File: config.mk
export PLATFORM = sky130hd
export DESIGN_NAME = camera_top
export DESIGN_NICKNAME = d
export VERILOG_FILES = /design/src/verilog/camera_pkg.sv /design/src/verilog/camera_command.sv /design/src/verilog/camera_top.sv /design/src/verilog/channel_meter.sv /design/src/verilog/window_crop.sv
export SDC_FILE = /design/constraint.sdc
export NUM_CORES = 1
export LEC_CHECK = 0
export ABC_CLOCK_PERIOD_IN_PS = 2700
export BUFFER_PORTS_ARGS = -buffer_cell sky130_fd_sc_hd__buf_2
export CAP_MARGIN = 20
export CORE_ASPECT_RATIO = 1.4
export CORE_MARGIN = 3
export CORE_UTILIZATION = 48
export CTS_BUF_LIST = sky130_fd_sc_hd__clkbuf_8
export DETAILED_ROUTE_END_ITERATION = 12
export PLACE_DENSITY = 0.66
export SYNTH_ARGS = -nofsm -noshare
export SYNTH_HDL_FRONTEND = slang
export SYNTH_SLANG_ARGS = --single-unit
File: constraint.sdc
create_clock -name clock_spi_in -period 2.7 [get_ports clock_spi_in]
set_input_delay 0.27 -clock clock_spi_in [delete_from_list [all_inputs] [get_ports clock_spi_in]]
set_output_delay 0.27 -clock clock_spi_in [all_outputs]
set_load 0.05 [all_outputs]
File: src/verilog/camera_pkg.sv
package camera_pkg;

    // Sample and result widths
    localparam int pixel_w      = 10;
    localparam int meter_w      = 8;
    localparam int num_channels = 3;

    // Incoming sensor stream, rgb[0] red, rgb[1] green, rgb[2] blue
    typedef struct packed {
        logic                                  frame_valid;
        logic                                  line_valid;
        logic [num_channels-1:0][pixel_w-1:0] rgb;
    } pixel_stream_t;

    // One colour of a cropped pixel
    typedef struct packed {
        logic               valid;     // Pixel lies inside the window
        logic               frame_end; // Single cycle pulse
        logic [pixel_w-1:0] value;
    } channel_sample_t;

    // Per-frame metering output of one channel
    typedef struct packed {
        logic               updated;   // Pulses with each new average
        logic [meter_w-1:0] average;
    } meter_result_t;

    // Host command set
    typedef enum logic [7:0] {
        op_capture  = 8'h20,
        op_status   = 8'h21,
        op_metering = 8'h25
    } cam_opcode_e;

    // Capture progress as reported by op_status
    typedef enum logic [1:0] {
        cap_idle    = 2'd0,
        cap_armed   = 2'd1,
        cap_running = 2'd2,
        cap_done    = 2'd3
    } capture_state_e;

endpackage

File: src/verilog/camera_command.sv
module camera_command (
    input  logic                                                clock_spi_in,
    input  logic                                                mipi_byte_reset_n,
    input  logic [7:0]                                          op_code_i,
    input  logic                                                op_code_valid_i,
    input  logic [1:0]                                          operand_count_i,
    input  logic                                                frame_start_i,
    input  camera_pkg::meter_result_t [camera_pkg::num_channels-1:0] results_i,
    output logic [7:0]                                          response_o,
    output logic                                                response_valid_o
);
    import camera_pkg::*;

    cam_opcode_e        opcode;
    capture_state_e     cap_state;
    capture_state_e     cap_state_next;
    logic [meter_w-1:0] selected_average;
    logic [7:0]         response_next;
    logic               capture_cmd;

    assign opcode      = cam_opcode_e'(op_code_i);
    assign capture_cmd = op_code_valid_i && (opcode == op_capture);

    // Operand count picks the colour, out of range reads as zero
    always_comb begin
        selected_average = '0;
        if (int'(operand_count_i) < num_channels) begin
            selected_average = results_i[operand_count_i].average;
        end
    end

    // Response byte for the current opcode
    always_comb begin
        case (opcode)
            op_capture: begin
                response_next = 8'h00;
            end
            op_status: begin
                response_next = {6'b000000, cap_state};
            end
            op_metering: begin
                response_next = 8'(selected_average);
            end
            default: begin
                response_next = 8'h00; // Unknown opcodes read back zero
            end
        endcase
    end

    // Capture FSM
    always_comb begin
        cap_state_next = cap_state;
        if (capture_cmd) begin
            cap_state_next = cap_armed; // Arming is allowed from any state
        end else begin
            case (cap_state)
                cap_armed: begin
                    if (frame_start_i) begin
                        cap_state_next = cap_running;
                    end
                end
                cap_running: begin
                    // Red publishes in the same cycle as green and blue
                    if (results_i[0].updated) begin
                        cap_state_next = cap_done;
                    end
                end
                default: begin
                    cap_state_next = cap_state;
                end
            endcase
        end
    end

    always_ff @(posedge clock_spi_in or negedge mipi_byte_reset_n) begin
        if (!mipi_byte_reset_n) begin
            cap_state        <= cap_idle;
            response_o       <= 8'h00;
            response_valid_o <= 1'b0;
        end else begin
            cap_state        <= cap_state_next;
            response_valid_o <= op_code_valid_i;
            if (op_code_valid_i) begin
                response_o <= response_next; // Holds last byte once idle
            end
        end
    end

    // Valid never outlives the command by more than a cycle
    valid_drops_a: assert property (@(posedge clock_spi_in) disable iff (!mipi_byte_reset_n)
        !op_code_valid_i |=> !response_valid_o);

endmodule

File: src/verilog/camera_top.sv
module camera_top #(
    parameter int X_START = 4,
    parameter int X_END   = 12,
    parameter int Y_START = 2,
    parameter int Y_END   = 6
) (
    input  logic                      clock_spi_in,
    input  logic                      mipi_byte_reset_n,
    input  camera_pkg::pixel_stream_t pixel_i,
    input  logic [7:0]                op_code_i,
    input  logic                      op_code_valid_i,
    input  logic [1:0]                operand_count_i,
    output logic [7:0]                response_o,
    output logic                      response_valid_o
);
    import camera_pkg::*;

    // Shift that turns the window sum into a mean
    localparam int AREA_LOG2 = $clog2((X_END - X_START) * (Y_END - Y_START));

    channel_sample_t [num_channels-1:0] samples;
    meter_result_t   [num_channels-1:0] results;
    logic                               frame_start;

    window_crop #(
        .X_START (X_START),
        .X_END   (X_END),
        .Y_START (Y_START),
        .Y_END   (Y_END)
    ) u_crop (
        .clock_spi_in      (clock_spi_in),
        .mipi_byte_reset_n (mipi_byte_reset_n),
        .pixel_i           (pixel_i),
        .samples_o         (samples),
        .frame_start_o     (frame_start)
    );

    // One meter per colour
    for (genvar c = 0; c < num_channels; c++) begin : g_meter
        channel_meter #(
            .AREA_LOG2 (AREA_LOG2)
        ) u_meter (
            .clock_spi_in      (clock_spi_in),
            .mipi_byte_reset_n (mipi_byte_reset_n),
            .sample_i          (samples[c]),
            .result_o          (results[c])
        );
    end

    camera_command u_command (
        .clock_spi_in      (clock_spi_in),
        .mipi_byte_reset_n (mipi_byte_reset_n),
        .op_code_i         (op_code_i),
        .op_code_valid_i   (op_code_valid_i),
        .operand_count_i   (operand_count_i),
        .frame_start_i     (frame_start),
        .results_i         (results),
        .response_o        (response_o),
        .response_valid_o  (response_valid_o)
    );

endmodule

File: src/verilog/channel_meter.sv
module channel_meter #(
    parameter int AREA_LOG2 = 5
) (
    input  logic                        clock_spi_in,
    input  logic                        mipi_byte_reset_n,
    input  camera_pkg::channel_sample_t sample_i,
    output camera_pkg::meter_result_t   result_o
);
    import camera_pkg::*;

    // Window holds at most 2**AREA_LOG2 pixels, so this never overflows
    localparam int sum_w = meter_w + AREA_LOG2;

    logic [sum_w-1:0]   sum_q;
    logic [sum_w-1:0]   sum_next;
    logic [meter_w-1:0] sample_msbs;
    logic [sum_w-1:0]   sum_shifted;

    // Only the top bits of each sample are metered
    assign sample_msbs = sample_i.value[pixel_w-1:pixel_w-meter_w];
    assign sum_next    = sum_q + sum_w'(sample_msbs);
    assign sum_shifted = sum_q >> AREA_LOG2;

    always_ff @(posedge clock_spi_in or negedge mipi_byte_reset_n) begin
        if (!mipi_byte_reset_n) begin
            sum_q    <= '0;
            result_o <= '0;
        end else begin
            result_o.updated <= 1'b0;
            if (sample_i.frame_end) begin
                // Publish and start over for the next frame
                result_o.average <= sum_shifted[meter_w-1:0];
                result_o.updated <= 1'b1;
                sum_q            <= '0;
            end else if (sample_i.valid) begin
                sum_q <= sum_next;
            end
        end
    end

    // Frame end comes from a frame_valid fall, when no line can be active
    no_sample_at_end_a: assert property (@(posedge clock_spi_in) disable iff (!mipi_byte_reset_n)
        !(sample_i.valid && sample_i.frame_end));

endmodule

File: src/verilog/window_crop.sv
module window_crop #(
    parameter int X_START = 4,
    parameter int X_END   = 12,
    parameter int Y_START = 2,
    parameter int Y_END   = 6
) (
    input  logic                                                   clock_spi_in,
    input  logic                                                   mipi_byte_reset_n,
    input  camera_pkg::pixel_stream_t                              pixel_i,
    output camera_pkg::channel_sample_t [camera_pkg::num_channels-1:0] samples_o,
    output logic                                                   frame_start_o
);
    import camera_pkg::*;

    localparam int pos_w = 12;

    logic [pos_w-1:0] x_count;
    logic [pos_w-1:0] y_count;
    logic [pos_w-1:0] y_pos;
    logic             frame_valid_q;
    logic             line_valid_q;
    logic             frame_rise;
    logic             frame_fall;
    logic             line_fall;
    logic             in_window;

    assign frame_rise = pixel_i.frame_valid && !frame_valid_q;
    assign frame_fall = !pixel_i.frame_valid && frame_valid_q;
    assign line_fall  = !pixel_i.line_valid && line_valid_q;

    // First line may open together with the frame
    assign y_pos = frame_rise ? '0 : y_count;

    assign in_window = pixel_i.line_valid &&
                       (x_count >= pos_w'(X_START)) && (x_count < pos_w'(X_END)) &&
                       (y_pos >= pos_w'(Y_START)) && (y_pos < pos_w'(Y_END));

    // Position counters
    always_ff @(posedge clock_spi_in or negedge mipi_byte_reset_n) begin
        if (!mipi_byte_reset_n) begin
            frame_valid_q <= 1'b0;
            line_valid_q  <= 1'b0;
            x_count       <= '0;
            y_count       <= '0;
        end else begin
            frame_valid_q <= pixel_i.frame_valid;
            line_valid_q  <= pixel_i.line_valid;
            if (pixel_i.line_valid) begin
                if (x_count != '1) begin
                    x_count <= x_count + 1'b1; // Saturates on very long lines
                end
            end else begin
                x_count <= '0;
            end
            if (frame_rise) begin
                y_count <= '0;
            end else if (line_fall && y_count != '1) begin
                y_count <= y_count + 1'b1;
            end
        end
    end

    // Registered samples, one per colour
    always_ff @(posedge clock_spi_in or negedge mipi_byte_reset_n) begin
        if (!mipi_byte_reset_n) begin
            samples_o     <= '0;
            frame_start_o <= 1'b0;
        end else begin
            frame_start_o <= frame_rise;
            for (int c = 0; c < num_channels; c++) begin
                samples_o[c].valid     <= in_window;
                samples_o[c].frame_end <= frame_fall;
                samples_o[c].value     <= pixel_i.rgb[c];
            end
        end
    end

    // Sensor must frame every line
    line_in_frame_a: assert property (@(posedge clock_spi_in) disable iff (!mipi_byte_reset_n)
        pixel_i.line_valid |-> pixel_i.frame_valid);

endmodule
==> results.json <==
{
  "die_area_um2": 14300,
  "stdcell_area_um2": 7340,
  "yosysTopAreaCell": "dfrtp_1",
  "multi_input_area_um2": 2800,
  "holdWs_ps": 59.0,
  "yosys_warnings": 0,
  "synth-seq-cells": 128,
  "ctsResizeCount": 0,
  "status": "completed",
  "via_per_inst": 5.40,
  "worst_clock_skew_ps": 7.95,
  "via_count": 4455,
  "worstMarginPinSlew_ps": 727,
  "cts_buffers": 17,
  "cts_sinks": 128,
  "finalCriticalPeriod_ps": 2260,
  "setup_viol": 0,
  "coreArea_um2": 12500,
  "area_growth_pct": 18.3,
  "post_drt_wl_per_cell_um": 14.7,
  "clockRootBuffer": "clkbuf_8",
  "start_util_pct": 49.6,
  "gr-usage-all-layers_pct": 18.3,
  "drc": 0,
  "clock_path_buffers": 2,
  "crit_fanout": 4,
  "setup_ws_ps": 437,
  "cts_tree": "built",
  "dr.pass1.iters": 4,
  "p_comb_share_pct": 7.4,
  "power_leakage_nw": 3.41,
  "ys_types": 58,
  "synthesis.nets": 656,
  "cp.arrival_ps": 2570,
  "place_ws_ps": 446,
  "grt_pass1_vias": 4591,
  "pwr-share-clk_pct": 44.5,
  "grt_overflow_total": 0,
  "drtIter0Drc": 178,
  "finalCritPeriodShare_pct": 83.8,
  "clock_latency_ps": 430,
  "yosysSeqAreaShare_pct": 51.7,
  "fillers": 1060,
  "rows": 48,
  "clk_pin_slew_ps": 70,
  "drive_above_1_share_pct": 17.5,
  "dpl_cell_area_um2": 6610,
  "fmax_ghz": 0.442,
  "antenna_left": 0,
  "htreeDepth": 4,
  "syn_avg_cell_area_um2": 10.7,
  "finalSetupTns_ps": 0,
  "sw_frac_of_total_pct": 22.2,
  "post-dp-hpwl_mm": 8.81,
  "die_w_um": 102,
  "hold_path_class": "primary input to flop",
  "cp-start-kind": "flop",
  "die_y_um": 140,
  "synth_edf_count": 0,
  "gp_congestion": 0.887,
  "n_antenna_cell": 0,
  "post_cts_buffers": 0,
  "internal-power_mw": 3.24,
  "finalHoldViolCount": 0,
  "endpoint_kind": "flop",
  "synth_area_um2": 6200,
  "ys.flop_type": "dfrtp_1",
  "antenna_found_initial": 0,
  "max-slew-margin-rel_pct": 51.4,
  "port_buffers": 47,
  "required_ps": 3010,
  "yosys-top-cells-area": "dfrtp_1 (52%), ha_1 (5.5%), nor2_1 (4.8%)",
  "cts_hold_buf": 27,
  "regArea_um2": 3200,
  "nets": 737,
  "grt_max_degree": 68,
  "setup.worst_path.class": "flop to flop",
  "ios": 54,
  "yosys.area.top_type_share_pct": 51.7,
  "synth_cells": 581,
  "drv_slew": 0,
  "seqPwrFrac_pct": 48.1,
  "grt_pass1_wl_mm": 20.9,
  "p_switching_uw": 923,
  "ir_drop_uv": 328,
  "rsz0062_at_grt": "no",
  "async_flop_share_pct": 100,
  "finalWirelength_mm": 12.1,
  "power.density_nw_per_um2": 567,
  "cap_violations": 0
}
[sequential cells by signal, summed over array words and instances (netlist names)]
register	cells
u_command.response_o	8
u_crop.x_count	12
g_meter.u_meter.sum_q	39
u_command.response_valid_o	1
u_crop.samples_o	26
u_crop.y_count	12
g_meter.u_meter.result_o	25
u_crop.line_valid_q	1
u_command.cap_state	2
u_crop.frame_start_o	1
u_crop.frame_valid_q	1
[layout by cell type (no fill, tap or decap), types with 19 or more instances in the layout]
cell type / count
xnor2_1: 21
a21oi_1: 29
nor2_1: 80
ha_1: 27
inv_1: 32
buf_2: 46
clkbuf_8: 19
mux2_2: 24
nand2_1: 28
dfrtp_1: 127
xor2_1: 20
dlygate4sd3_1: 27
[synth_stat cells, drive strengths merged, types with 8 or more instances]
cell / number
a211oi: 10
a21oi: 29
clkbuf: 13
dfrtp: 128
ha: 27
inv: 30
mux2: 25
mux2i: 15
nand2: 29
nand3: 18
nand4: 10
nor2: 80
nor2b: 12
nor3: 10
nor4: 8
o21ai: 23
o22ai: 8
xnor2: 21
xor2: 20
[layer usage]
metal	routed length (um)	global-route usage (%)	part of all wire, %	vias up
met5	0	0	0	-
met4	268	7.33	2.2	0
met3	349	3.79	2.9	22
met2	6350	31.7	52	70
met1	5170	21.7	43	2157
li1	-	-	-	2206
[final cells by class]
cell class | instances | share of cell area (%)
clock buffers | 19 | 3.56
clock inverters | 13 | 2.63
inverters | 30 | 1.54
multi-input cells | 404 | 38.2
flip-flops and latches | 128 | 43.7
well taps | 150 | 2.56
repair buffers | 81 | 7.81
[logic make-up after synthesis]
group           after synthesis  synth area share [%]
compound gates              107                  11.5
simple gates                186                  14.5
mux                          40                  6.96
flops                       128                  51.7
fa+ha+maj                    30                  6.42
xor+xnor                     41                  5.79
buf+inv                      49                  3.09
[path summary, 6_finish.rpt]
kind,cells past startpoint,end,slack (ps),start
max in group asynchronous,3,u_crop.samples_o[4],1650,mipi_byte_reset_n
worst max register to register,9,g_meter[1].u_meter.sum_q[10],440,g_meter[1].u_meter.sum_q[0]
worst min register to register,2,g_meter[0].u_meter.sum_q[4],490,g_meter[0].u_meter.sum_q[4]
worst max-delay path,9,g_meter[1].u_meter.sum_q[10],440,g_meter[1].u_meter.sum_q[0]
worst min-delay path,1,u_command.response_valid_o,60,op_code_valid_i
min in group asynchronous,2,g_meter[0].u_meter.sum_q[9],320,mipi_byte_reset_n
[power by group through the flow]
stage	sequential, mW	clock, mW	combinational [mW]
after floorplan	2.03	0	0.171
after global placement	2.04	0	0.270
after detailed placement	2.04	0	0.282
after CTS	2.00	1.90	0.314
after global routing	2.01	1.97	0.350
final	2.00	1.85	0.307
[critical path, stage by stage, from the launching register on]
cell and delay, ps:
dfrtp_1 350, ha_1 180, inv_1 60, fa_1 370, and2b_1 250, o31a_1 180, o21ai_2 100, a31oi_4 240
nand3_1 110, mux2_1 310
[per-stage QoR]
stage                     utilization, %  cells  power, mW
after floorplan                        -    581       2.20
final                               58.7    825       4.16
after detailed placement            52.9    766       2.32
after global routing                58.7    825       4.33
after CTS                           58.7    825       4.22
after global placement              52.9    766       2.31
No activity file was read; power rests on OpenSTA's default activity.
